### src/source/lsu_pkg.sv
package lsu_pkg;

  // Data and address word.
  typedef logic [31:0] word_t;

  // One strobe bit per byte lane.
  typedef logic [3:0] strb_t;

  // Access size of a core request.
  typedef enum logic [1:0] {
    SIZE_BYTE = 2'd0,
    SIZE_HALF = 2'd1,
    SIZE_WORD = 2'd2
  } size_t;

  // Response code on the read data and write response channels.
  typedef enum logic {
    RESP_OKAY   = 1'b0,
    RESP_SLVERR = 1'b1
  } resp_t;

  // Completion status reported to the core.
  typedef enum logic [1:0] {
    FAULT_NONE       = 2'd0,
    FAULT_MISALIGNED = 2'd1,
    FAULT_BUS        = 2'd2
  } fault_t;

endpackage

### src/source/lsu_align.sv
module lsu_align (
  input  lsu_pkg::size_t size,
  input  logic           sext,
  input  logic [1:0]     addr_low,
  input  lsu_pkg::word_t wdata,
  output lsu_pkg::word_t store_data,
  output lsu_pkg::strb_t store_strb,
  output logic           misaligned,
  input  lsu_pkg::word_t load_word,
  output lsu_pkg::word_t load_data
);

  import lsu_pkg::*;

  logic [4:0] shift;
  word_t      lane;

  // Bit offset of the addressed byte within the word.
  assign shift = {addr_low, 3'b000};

  // Addressed byte or halfword moved down to bit 0.
  assign lane = load_word >> shift;

  always_comb begin
    case (size)
      SIZE_BYTE: begin
        misaligned = 1'b0;
        store_strb = strb_t'(4'b0001 << addr_low);
        store_data = {24'b0, wdata[7:0]} << shift;
        load_data  = {{24{sext & lane[7]}}, lane[7:0]};
      end
      SIZE_HALF: begin
        // Halfwords sit on even addresses.
        misaligned = addr_low[0];
        store_strb = strb_t'(4'b0011 << addr_low);
        store_data = {16'b0, wdata[15:0]} << shift;
        load_data  = {{16{sext & lane[15]}}, lane[15:0]};
      end
      default: begin
        misaligned = addr_low != 2'b00;
        store_strb = 4'b1111;
        store_data = wdata;
        load_data  = load_word;
      end
    endcase
  end

endmodule

### src/source/lsu.sv
module lsu (
  input  logic           clk,
  input  logic           rst,
  // Core side.
  input  logic           req,
  output logic           ready,
  input  logic           we,
  input  lsu_pkg::size_t size,
  input  logic           sext,
  input  lsu_pkg::word_t addr,
  input  lsu_pkg::word_t wdata,
  output logic           done,
  output lsu_pkg::word_t rdata,
  output lsu_pkg::fault_t fault,
  // Read address channel.
  output lsu_pkg::word_t araddr,
  output logic           arvalid,
  input  logic           arready,
  // Read data channel.
  input  lsu_pkg::word_t rdata_bus,
  input  lsu_pkg::resp_t rresp,
  input  logic           rvalid,
  output logic           rready,
  // Write address channel.
  output lsu_pkg::word_t awaddr,
  output logic           awvalid,
  input  logic           awready,
  // Write data channel.
  output lsu_pkg::word_t wdata_bus,
  output lsu_pkg::strb_t wstrb,
  output logic           wvalid,
  input  logic           wready,
  // Write response channel.
  input  lsu_pkg::resp_t bresp,
  input  logic           bvalid,
  output logic           bready
);

  import lsu_pkg::*;

  typedef enum logic [2:0] {
    s_idle,
    s_check,
    s_raddr,
    s_rdata,
    s_waddr,
    s_wdata,
    s_wresp
  } state_t;

  state_t state;

  // Request as taken from the core.
  logic  req_we;
  size_t req_size;
  logic  req_sext;
  word_t req_addr;
  word_t req_wdata;

  logic  misaligned;
  word_t load_data;
  logic  start_read;
  logic  start_write;

  lsu_align lsu_align_inst (
    .size       (req_size),
    .sext       (req_sext),
    .addr_low   (req_addr[1:0]),
    .wdata      (req_wdata),
    .store_data (wdata_bus),
    .store_strb (wstrb),
    .misaligned (misaligned),
    .load_word  (rdata_bus),
    .load_data  (load_data)
  );

  // Address valid goes up straight out of the check state.
  assign start_read  = (state == s_check) && !misaligned && !req_we;
  assign start_write = (state == s_check) && !misaligned && req_we;

  assign ready   = state == s_idle;
  assign arvalid = start_read || (state == s_raddr);
  assign awvalid = start_write || (state == s_waddr);
  assign wvalid  = state == s_wdata;
  assign araddr  = req_addr;
  assign awaddr  = req_addr;

  // Only one access in flight, so a response always has room.
  assign rready = 1'b1;
  assign bready = 1'b1;

  always_ff @(posedge clk) begin
    if (req && ready) begin
      req_we    <= we;
      req_size  <= size;
      req_sext  <= sext;
      req_addr  <= addr;
      req_wdata <= wdata;
    end
  end

  always_ff @(posedge clk) begin
    if (rst) begin
      state <= s_idle;
      done  <= 1'b0;
      fault <= FAULT_NONE;
    end else begin
      done <= 1'b0;
      case (state)
        s_idle: begin
          if (req) begin
            state <= s_check;
          end
        end
        s_check: begin
          if (misaligned) begin
            done  <= 1'b1;
            fault <= FAULT_MISALIGNED;
            state <= s_idle;
          end else if (req_we) begin
            state <= awready ? s_wdata : s_waddr;
          end else begin
            state <= arready ? s_rdata : s_raddr;
          end
        end
        s_raddr: begin
          if (arready) begin
            state <= s_rdata;
          end
        end
        s_rdata: begin
          if (rvalid && rready) begin
            done  <= 1'b1;
            fault <= (rresp == RESP_SLVERR) ? FAULT_BUS : FAULT_NONE;
            state <= s_idle;
          end
        end
        s_waddr: begin
          if (awready) begin
            state <= s_wdata;
          end
        end
        s_wdata: begin
          if (wready) begin
            state <= s_wresp;
          end
        end
        s_wresp: begin
          if (bvalid && bready) begin
            done  <= 1'b1;
            fault <= (bresp == RESP_SLVERR) ? FAULT_BUS : FAULT_NONE;
            state <= s_idle;
          end
        end
        default: state <= s_idle;
      endcase
    end
  end

  // Load result, cleared on an error response.
  always_ff @(posedge clk) begin
    if (state == s_rdata && rvalid && rready) begin
      rdata <= (rresp == RESP_OKAY) ? load_data : '0;
    end
  end

endmodule

### config.mk
export PLATFORM = sky130hd
export DESIGN_NAME = lsu
export DESIGN_NICKNAME = d
export VERILOG_FILES = /design/src/source/lsu_pkg.sv /design/src/source/lsu_align.sv /design/src/source/lsu.sv
export SDC_FILE = /design/constraint.sdc
export NUM_CORES = 1
export LEC_CHECK = 0
export BUFFER_PORTS_ARGS = -buffer_cell sky130_fd_sc_hd__buf_2
export CELL_PAD_IN_SITES_DETAIL_PLACEMENT = 2
export CELL_PAD_IN_SITES_GLOBAL_PLACEMENT = 2
export CORE_ASPECT_RATIO = 0.5
export CORE_MARGIN = 2
export CORE_UTILIZATION = 30
export CTS_BUF_LIST = sky130_fd_sc_hd__clkbuf_4 sky130_fd_sc_hd__clkbuf_8 sky130_fd_sc_hd__clkbuf_16
export CTS_CLUSTER_DIAMETER = 120
export DETAILED_ROUTE_END_ITERATION = 8
export PLACE_DENSITY = 0.95
export RECOVER_POWER = 25
export SYNTH_ARGS = -nofsm -noshare
export SYNTH_HDL_FRONTEND = slang
export SYNTH_HIERARCHICAL = 1
export SYNTH_SLANG_ARGS = --single-unit
### constraint.sdc
create_clock -name clk -period 7.65 [get_ports clk]
set_clock_uncertainty 0.2 [all_clocks]
set_input_delay 1.53 -clock clk [delete_from_list [all_inputs] [get_ports clk]]
set_output_delay 1.53 -clock clk [all_outputs]
set_load 0.02 [all_outputs]
==> results.sh, run 1 <==
export IMPL_crit_chain="buf_4 > nor2b_1 > and2_1 > a22oi_1 > o21ai_1 > buf_2"
export IMPL_synth_yosys_seq_area_share=0.6073
export IMPL_hold_start="fault[0]"
export IMPL_cts_tree="yes"
export IMPL_grt_pass1_vias=4623
export IMPL_reg2reg_slack_ns=4.36
export IMPL_drcViolationCount=0
export IMPL_p_per_area_nw_per_um2=259.6
export IMPL_drive_gt1_frac=0.4370
export IMPL_yosys_most_used_dff="edfxtp_1"
export IMPL_port_buffers=248
export IMPL_power_mw=1.727
export IMPL_yosysTopAreaCell="edfxtp_1"
export IMPL_critPathRequiredTime_ns=5.92
export IMPL_antenna_cells=0
export IMPL_synth_cells=420
export IMPL_clk_latency_ns=0.35
export IMPL_post_place_cells=837
export IMPL_initial_core_util=0.3106
export IMPL_core_um2=16560
export IMPL_areaGrowthSynthToFinish_pct=29.37
export IMPL_violations="max-capacitance violations, max-slew violations"
export IMPL_clock_root_buffer="clkbuf_16"
export IMPL_rr_startpoint="state[0]"
export IMPL_yosys_warnings=6
export IMPL_clock_sinks=106
export IMPL_min_delay_path_depth=2
export IMPL_critPathArrivalTime_ns=2.89
export IMPL_synth_distinct_cells=43
export IMPL_synth_top_area_frac=0.5839
export IMPL_place_gp_congestion=0.8379
export IMPL_grt_max_degree=68
export IMPL_antenna_left=0
export IMPL_dpl_hpwl_um=14320
export IMPL_drv_cap=1
export IMPL_instances_no_fill=854
export IMPL_firstDrtPassIters=4
export IMPL_synth_area_leaders="edfxtp_1, buf_4, nor2b_1"
export IMPL_slowest_stage="nor2b_1"
export IMPL_num_rows=33
export IMPL_clk_path_buf_depth=2
export IMPL_wire_per_inst_um=21.85
export IMPL_synthTopCellsByCount="edfxtp_1, nor2b_1, buf_4, nand2_1, a22oi_1"
export IMPL_placed_cell_area_um2=6304
export IMPL_dieArea_um2=18270
export IMPL_ys_seq_elements=106
export IMPL_io_pins=251
export IMPL_setup_viol=0
export IMPL_finalHoldWorstSlack_ns=0.3246
export IMPL_htreeDepth=3
export IMPL_crit_fanout=67
export IMPL_ctsResizeCount=0
export IMPL_cts_buffers_inserted=9
export IMPL_hold_viol=0
export IMPL_syn_area_um2=5142
export IMPL_r2r_cells=3
export IMPL_r2r_end="req_wdata[18]"
export IMPL_chipWidth_um=189.2
export IMPL_min_to="fault[0]"
export IMPL_max_freq_ghz=0.2165
export IMPL_drt_wl_total_um=18660
export IMPL_rsz0062_at_grt="false"
export IMPL_fin_area_um2=6653
export IMPL_via_count=4239
export IMPL_ir_worst_vdd_mv=0.1077
export IMPL_tightest_slew_ns=1.568
export IMPL_cpPeakStageDelay_ns=0.76
export IMPL_relSlewSlack=-0.04594
export IMPL_grtUsageTotal=0.1983
export IMPL_grt_antenna_before_repair=0
export IMPL_cp_startpoint="req_size[1]"
export IMPL_synth_avg_cell_area_um2=12.24
export IMPL_grt_pass1_wl_um=26930
export IMPL_period_needed_ns=4.618
export IMPL_grt_overflow=0
export IMPL_final_core_util=0.4018
export IMPL_synth_most_common_cell="edfxtp_1"
export IMPL_hold_buffers=0
export IMPL_pre_cts_ws_ns=3.455
export IMPL_fin_setup_tns_ns=0
export IMPL_synth_edf_count=100
export IMPL_critPathLaunchType="register"
export IMPL_outcome="complete, but fails checks"
export IMPL_nNetsFinal=732
export IMPL_synthArstFlopShare=0
export IMPL_crit_path_end_kind="output pin"
export IMPL_clkTransAtPathRegs_ns=0.07
export IMPL_via_per_inst=4.964
export IMPL_fin_crit_sh=0.6036
export IMPL_drt_iter0_markers=257
export IMPL_die_h_um=96.58
export IMPL_setup_slack_ns=3.032
export IMPL_p_leak_nw=2.910
export IMPL_postCtsSetupBuffers=0
export IMPL_hold_path_class="reg -> reg"
export IMPL_critPathKind="reg -> out"
export IMPL_slew_viol_final=23
==> per-layer routing <==
metal  global-route usage  share of wire  up-vias
li1                     -              -     1908
met1               0.2213           0.40     2124
met2               0.3733           0.53      165
met3              0.04478          0.045       42
met4              0.08268          0.031        0
met5                    0              0        -
==> worst max-delay path: cells and delay by family (launching register included) <==
kind / cells / cell delay, ns
AOI/OAI and AO/OA: 2 / 0.33
buffers and inverters: 2 / 0.54
DFF: 1 / 0.39
and+or+nand+nor: 2 / 1.25
==> registers in the layout, summed over array words and instances (netlist names) <==
register / flops
req_size: 2
araddr: 32
req_wdata: 32
state: 3
rdata: 32
req_sext: 1
fault: 2
req_we: 1
done: 1
==> logic make-up (layout without fill, tap and decap cells) <==
logic type             Yosys count  after routing  synth area share
and+or+nand+nor                118            118            0.1200
AOI/OAI and AO/OA              116            116            0.1650
DFF                            106            106            0.6073
buffers and inverters           66            272           0.07980
muxes                           13             13           0.02725
other                            1              2         0.0007292
==> power breakdown <==
| group | internal, mW | total, mW | switching [mW] | leakage [nW] |
|---|---|---|---|---|
| sequential | 0.704 | 0.748 | 0.0438 | 0.990 |
| combinational | 0.150 | 0.434 | 0.285 | 1.75 |
| clock | 0.324 | 0.546 | 0.222 | 0.172 |
| total | 1.18 | 1.73 | 0.550 | 2.91 |
==> how the worst max path moves through the flow <==
stage | end | cells past startpoint | slack, ns
after detailed placement | wdata_bus[23] | 6 | 3.46
after CTS | wdata_bus[23] | 6 | 3.06
after floorplan | araddr[0] | 1 | 3.89
after global placement | wdata_bus[16] | 6 | 3.69
after global routing | wdata_bus[24] | 6 | 2.85
final | wdata_bus[23] | 6 | 3.03
==> layout make-up <==
cell class | count | area (µm²)
Fill cell | 1770 | 9905
Sequential cell | 106 | 3123
Multi-Input combinational cell | 249 | 1607
Timing Repair Buffer | 253 | 1279
Tap cell | 227 | 284.0
Clock buffer | 9 | 225.2
Clock inverter | 7 | 123.9
Inverter | 3 | 11.26
==> cells in the final DEF, fill, tap and decap left out, drive strengths merged, types with 2 or more instances in the layout <==
| cell | count |
|---|---|
| buf | 250 |
| clkinv | 2 |
| edfxtp | 100 |
| a21o | 18 |
| dfxtp | 6 |
| nand2 | 34 |
| inv | 5 |
| nor2b | 39 |
| o21bai | 2 |
| a221o | 8 |
| conb | 2 |
| mux2 | 2 |
| o2bb2ai | 2 |
| a22o | 9 |
| nand2b | 3 |
| and2 | 13 |
| mux2i | 11 |
| a21oi | 12 |
| o21ai | 32 |
| bufinv | 3 |
| and2b | 4 |
| nor3 | 3 |
| a22oi | 24 |
| a31oi | 2 |
| clkbuf | 12 |
| nor2 | 17 |
Note: power is estimated with default switching activity, not from simulation.
==> inputs of run 2 (changes only) <==
--- a/config.mk
+++ b/config.mk
@@ -5,16 +5,17 @@
 export SDC_FILE = /design/constraint.sdc
 export NUM_CORES = 1
 export LEC_CHECK = 0
+export ABC_AREA = 1
 export BUFFER_PORTS_ARGS = -buffer_cell sky130_fd_sc_hd__buf_2
 export CELL_PAD_IN_SITES_DETAIL_PLACEMENT = 2
 export CELL_PAD_IN_SITES_GLOBAL_PLACEMENT = 2
 export CORE_ASPECT_RATIO = 0.5
 export CORE_MARGIN = 2
-export CORE_UTILIZATION = 30
+export CORE_UTILIZATION = 26
 export CTS_BUF_LIST = sky130_fd_sc_hd__clkbuf_4 sky130_fd_sc_hd__clkbuf_8 sky130_fd_sc_hd__clkbuf_16
 export CTS_CLUSTER_DIAMETER = 120
 export DETAILED_ROUTE_END_ITERATION = 8
-export PLACE_DENSITY = 0.95
+export PLACE_DENSITY = 0.9
 export RECOVER_POWER = 25
 export SYNTH_ARGS = -nofsm -noshare
 export SYNTH_HDL_FRONTEND = slang
==> constraint.sdc (replaced) <==
create_clock -name clk -period 4.53 [get_ports clk]
set_clock_uncertainty 0.2 [all_clocks]
set_input_delay 0.906 -clock clk [delete_from_list [all_inputs] [get_ports clk]]
set_output_delay 0.906 -clock clk [all_outputs]
set_load 0.02 [all_outputs]
==> results.sh, run 2 <==
export IMPL_grt_pass1_vias=5185
export IMPL_firstDrtPassIters=4
export IMPL_core_um2=20420
export IMPL_synth_top_area_frac=0.5590
export IMPL_drive_gt1_frac=0.3439
export IMPL_yosys_most_used_dff="edfxtp_1"
export IMPL_synth_most_common_cell="nand2_1"
export IMPL_period_needed_ns=3.813
export IMPL_ys_seq_elements=106
export IMPL_setup_viol=0
export IMPL_p_per_area_nw_per_um2=513.6
export IMPL_port_buffers=248
export IMPL_postCtsSetupBuffers=0
export IMPL_clk_path_buf_depth=2
export IMPL_drcViolationCount=0
export IMPL_num_rows=37
export IMPL_dr_wl_met3_um=772
export IMPL_tightest_slew_ns=1.186
export IMPL_outcome="completed"
export IMPL_synthArstFlopShare=0
export IMPL_synth_yosys_seq_area_share=0.5814
export IMPL_grt_pass1_wl_um=29460
export IMPL_rsz0062_at_grt="false"
export IMPL_grt_max_degree=38
export IMPL_via_per_inst=4.494
export IMPL_fin_crit_sh=0.8418
export IMPL_nNetsFinal=896
export IMPL_fin_setup_tns_ns=0
export IMPL_slew_viol_final=0
export IMPL_routed_top_layer="met4"
export IMPL_syn_area_um2=5371
export IMPL_layout_commonest_cell="buf_2"
export IMPL_chipWidth_um=207.3
export IMPL_clock_root_buffer="clkbuf_16"
export IMPL_mostFrequentLayoutCells="buf_2, nand2_1, edfxtp_1, nor2_1, inv_1"
export IMPL_max_freq_ghz=0.2622
export IMPL_yosysTopAreaCell="edfxtp_1"
export IMPL_hold_buffers=0
export IMPL_place_gp_congestion=0.7729
export IMPL_power_mw=3.525
export IMPL_wl_met2_um=10360
export IMPL_synth_area_leaders="edfxtp_1, nand2_1, buf_4"
export IMPL_cts_tree="yes"
export IMPL_dieArea_um2=21900
export IMPL_via_count=4800
export IMPL_drt_wl_total_um=19580
export IMPL_critPathArrivalTime_ns=2.71
export IMPL_final_core_util=0.3362
export IMPL_dpl_hpwl_um=15150
export IMPL_critPathLaunchType="register"
export IMPL_p_leak_nw=3.176
export IMPL_critPathKind="reg -> out"
export IMPL_clock_sinks=106
export IMPL_drv_cap=0
export IMPL_hold_viol=0
export IMPL_crit_path_end_kind="output pin"
export IMPL_synth_edf_count=100
export IMPL_initial_core_util=0.2631
export IMPL_die_h_um=105.6
export IMPL_wire_per_inst_um=18.34
export IMPL_crit_fanout=33
export IMPL_ir_worst_vdd_mv=0.2035
export IMPL_clk_latency_ns=0.35
export IMPL_critPathRequiredTime_ns=3.42
export IMPL_io_pins=251
export IMPL_grt_antenna_before_repair=4
export IMPL_hold_path_class="reg -> reg"
export IMPL_grtUsageTotal=0.1764
export IMPL_synth_distinct_cells=27
export IMPL_htreeDepth=3
export IMPL_m1WireLength_um=7916
export IMPL_drt_iter0_markers=176
export IMPL_synthTopCellsByCount="nand2_1, edfxtp_1, nor2_1, inv_1, nand3_1"
export IMPL_clkTransAtPathRegs_ns=0.08
export IMPL_synth_cells=581
export IMPL_grt_overflow=0
export IMPL_areaGrowthSynthToFinish_pct=27.79
export IMPL_relSlewSlack=0.2090
export IMPL_ctsResizeCount=0
export IMPL_yosys_warnings=6
export IMPL_synth_avg_cell_area_um2=9.245
export IMPL_cts_buffers_inserted=9
export IMPL_antenna_left=0
run 2: cell types whose count changed in the layout (fill, tap and decap cells not counted), moves of 24 or more:
| cell | change |
|---|---|
| nand2_1 | +108 |
| inv_1 | +65 |
| nor2_1 | +53 |
| nand3_1 | +52 |
| nor2b_1 | -39 |
| a22oi_1 | -24 |
run 2: worst paths after layout:
| path | from | endpoint | slack, ns | cells after the start |
|---|---|---|---|---|
| setup / recovery | araddr[0] | wdata_bus[25] | 0.72 | 5 |
| hold / removal | fault[0] | fault[0] | 0.28 | 2 |
| setup reg to reg | araddr[0] | rdata[13] | 1.53 | 9 |
| hold reg to reg | fault[0] | fault[0] | 0.28 | 2 |
run 2: critical path, cell delays in order, from the launching register on:
cell,delay (ns)
edfxtp_1,1.15
inv_2,0.36
nand2_2,0.32
nand2_1,0.12
o21ai_0,0.19
buf_2,0.20
run 2: metrics by stage:
step	area, µm²	cells	hold slack, ns	setup WS, ns
after detailed placement	6590	1048	0.2699	1.124
after global placement	6590	1048	0.2631	1.263
after CTS	6878	1064	0.2820	0.7022
after global routing	6862	1067	0.3168	0.4406
after floorplan	5375	582	0.3060	0.05681
final	6864	1068	0.2810	0.7167
run 2: cells by family after synthesis:
kind of cell	share of synthesized area
other	0.0006981
AO/OA/AOI/OAI	0.06033
AND/OR/NAND/NOR	0.2285
buffers and inverters	0.1290
flip-flops	0.5814
run 2: metal layers:
metal | global-route usage | up-vias
met5 | 0 | -
met4 | 0.06327 | 0
met3 | 0.04231 | 32
met2 | 0.3281 | 128
met1 | 0.1973 | 2362
li1 | - | 2278
run 2: cell type report:
type | count | area, µm²
clock inverters | 7 | 62.56
repair buffers | 250 | 1245
flip-flops and latches | 106 | 3123
inverters | 74 | 282.8
diodes | 4 | 10.01
clock buffers | 9 | 225.2
well taps | 273 | 341.6
multi-input cells | 345 | 1574
fillers | 2377 | 13550
run 2: power breakdown:
part / switching (mW) / internal, mW / leakage [nW]
clock: 0.388 / 0.383 / 0.137
combinational: 0.955 / 0.383 / 2.05
sequential: 0.126 / 1.29 / 0.991
==> inputs of run 3 (changes only) <==
--- a/config.mk
+++ b/config.mk
@@ -5,17 +5,17 @@
 export SDC_FILE = /design/constraint.sdc
 export NUM_CORES = 1
 export LEC_CHECK = 0
-export ABC_AREA = 1
+export ABC_AREA = 0
 export BUFFER_PORTS_ARGS = -buffer_cell sky130_fd_sc_hd__buf_2
 export CELL_PAD_IN_SITES_DETAIL_PLACEMENT = 2
 export CELL_PAD_IN_SITES_GLOBAL_PLACEMENT = 2
 export CORE_ASPECT_RATIO = 0.5
 export CORE_MARGIN = 2
-export CORE_UTILIZATION = 26
+export CORE_UTILIZATION = 28
 export CTS_BUF_LIST = sky130_fd_sc_hd__clkbuf_4 sky130_fd_sc_hd__clkbuf_8 sky130_fd_sc_hd__clkbuf_16
 export CTS_CLUSTER_DIAMETER = 120
 export DETAILED_ROUTE_END_ITERATION = 8
-export PLACE_DENSITY = 0.9
+export PLACE_DENSITY = 0.91
 export RECOVER_POWER = 25
 export SYNTH_ARGS = -nofsm -noshare
 export SYNTH_HDL_FRONTEND = slang
==> constraint.sdc (replaced) <==
create_clock -name clk -period 3.7 [get_ports clk]
set_clock_uncertainty 0.2 [all_clocks]
set_input_delay 0.74 -clock clk [delete_from_list [all_inputs] [get_ports clk]]
set_output_delay 0.74 -clock clk [all_outputs]
set_load 0.02 [all_outputs]
==> results.sh, run 3 (same netlist as run 1, synthesis figures left out) <==
export IMPL_chipWidth_um=195.7
export IMPL_port_buffers=248
export IMPL_grt_max_degree=51
export IMPL_cpPeakStageDelay_ns=0.72
export IMPL_multi_input_area_um2=1614
export IMPL_setup_worst_path_end="awvalid"
export IMPL_hold_path_class="reg -> reg"
export IMPL_core_um2=17650
export IMPL_ctsResizeCount=0
export IMPL_cp_startpoint="araddr[0]"
export IMPL_period_needed_ns=3.495
export IMPL_rr_startpoint="araddr[0]"
export IMPL_ir_worst_vdd_mv=0.2342
export IMPL_hold_buffers=0
export IMPL_grtUsageTotal=0.1832
export IMPL_drcViolationCount=0
export IMPL_placed_cell_area_um2=6362
export IMPL_firstDrtPassIters=4
export IMPL_rsz0062_at_grt="false"
export IMPL_p_leak_nw=2.857
export IMPL_fin_setup_tns_ns=0
export IMPL_critPathKind="reg -> out"
export IMPL_num_rows=34
export IMPL_antenna_left=0
export IMPL_fin_crit_sh=0.9446
export IMPL_dieArea_um2=19530
export IMPL_reg2reg_slack_ns=0.97
export IMPL_hold_viol=0
export IMPL_place_gp_congestion=0.8616
export IMPL_io_pins=251
export IMPL_r2r_end="rdata[13]"
export IMPL_die_h_um=99.83
export IMPL_drive_gt1_frac=0.4120
export IMPL_wire_per_inst_um=21.11
export IMPL_mostFrequentLayoutCells="buf_2, edfxtp_1, nor2b_1, nand2_1, a22oi_1"
export IMPL_layout_commonest_cell="buf_2"
export IMPL_pre_cts_ws_ns=0.5941
export IMPL_drv_cap=0
export IMPL_tightest_slew_ns=0.6756
export IMPL_crit_chain="buf_4 > a21oi_1 > nor2_1 > nor2b_1 > a21oi_1 > nor2_1 > buf_2"
export IMPL_setup_viol=0
export IMPL_fillCellCount=1927
export IMPL_initial_core_util=0.2913
export IMPL_crit_path_end_kind="output pin"
export IMPL_drt_iter0_markers=206
export IMPL_nNetsFinal=736
export IMPL_clkTransAtPathRegs_ns=0.08
export IMPL_cts_buffers_inserted=9
export IMPL_postCtsSetupBuffers=0
export IMPL_clk_path_buf_depth=2
export IMPL_outcome="completed"
export IMPL_relSlewSlack=0.5496
export IMPL_drt_wl_total_um=18320
export IMPL_critPathRequiredTime_ns=2.76
export IMPL_grt_overflow=0
export IMPL_slew_viol_final=0
export IMPL_grt_pass1_vias=4575
export IMPL_grt_antenna_before_repair=5
export IMPL_critPathArrivalTime_ns=2.56
export IMPL_cts_tree="yes"
export IMPL_via_count=4213
export IMPL_critPathLaunchType="register"
export IMPL_p_per_area_nw_per_um2=523.8
export IMPL_r2r_cells=6
export IMPL_fin_area_um2=6660
export IMPL_clock_sinks=106
export IMPL_max_freq_ghz=0.2861
export IMPL_via_per_inst=4.854
export IMPL_grt_pass1_wl_um=27030
export IMPL_crit_fanout=18
export IMPL_clk_latency_ns=0.36
export IMPL_dpl_hpwl_um=14460
export IMPL_slowest_stage="edfxtp_1"
export IMPL_areaGrowthSynthToFinish_pct=29.51
export IMPL_area_sequential_um2=3123
export IMPL_clock_root_buffer="clkbuf_16"
export IMPL_htreeDepth=3
export IMPL_setup_slack_ns=0.2049
==> run 3: changes by cell type in the layout (fill, tap and decap cells not counted), moves of 12 or more <==
cell / before / now
a21o_1: 0 / 18
nor2_1: 70 / 17
and2_1: 0 / 12
nand3_1: 53 / 1
nand2_1: 142 / 34
o21ai_1: 6 / 18
a22oi_1: 0 / 24
nor2b_1: 0 / 39
inv_1: 67 / 2
==> run 3: worst min-delay path by stage <==
stage | from | endpoint | slack [ns] | cells past startpoint
after floorplan | fault[0] | fault[0] | 0.40 | 2
after global placement | fault[0] | fault[0] | 0.28 | 2
after detailed placement | fault[0] | fault[0] | 0.32 | 2
after CTS | sext | req_sext | 0.34 | 1
after global routing | wdata[21] | req_wdata[21] | 0.33 | 1
final | fault[0] | fault[0] | 0.34 | 2
==> run 3: metrics by stage <==
step	power, mW	utilization	std cells	hold WS (ns)
3_3_place_gp	2.429	0.3604	849	0.2820
6_report	3.489	0.3773	868	0.3360
3_5_place_dp	2.481	0.3604	849	0.3168
4_1_cts	3.526	0.3783	865	0.3385
2_1_floorplan	2.162	-	421	0.3993
5_1_grt	3.634	0.3768	865	0.3328
==> run 3: area by class of cell <==
type                       instances  area share
sequential                       106      0.4689
clock inverter                     7     0.01371
inverter                           3    0.001691
multi-input combinational        249      0.2423
timing repair buffer             257      0.1944
antenna                            3    0.001127
tap                              234     0.04396
clock buffer                       9     0.03382
==> run 3: worst max-delay path, delay by kind of cell (launching register included) <==
family                 cells  cell delay [ns]
flip-flops                 1             0.72
AO/OA/AOI/OAI              2             0.34
buffers and inverters      2             0.52
AND/OR/NAND/NOR            3             0.61
==> run 3: per-layer routing <==
| layer | vias up | part of all wire | track usage |
|---|---|---|---|
| met4 | 4 | 0.020 | 0.06119 |
| met3 | 33 | 0.044 | 0.04469 |
| met2 | 127 | 0.54 | 0.3470 |
| li1 | 1921 | - | - |
| met5 | - | 0.0015 | 0 |
| met1 | 2128 | 0.39 | 0.2044 |
==> run 3: where the power goes <==
group	internal [mW]	switching, mW
combinational	0.320	0.582
clock	0.592	0.452
sequential	1.45	0.0903
total	2.36	1.12
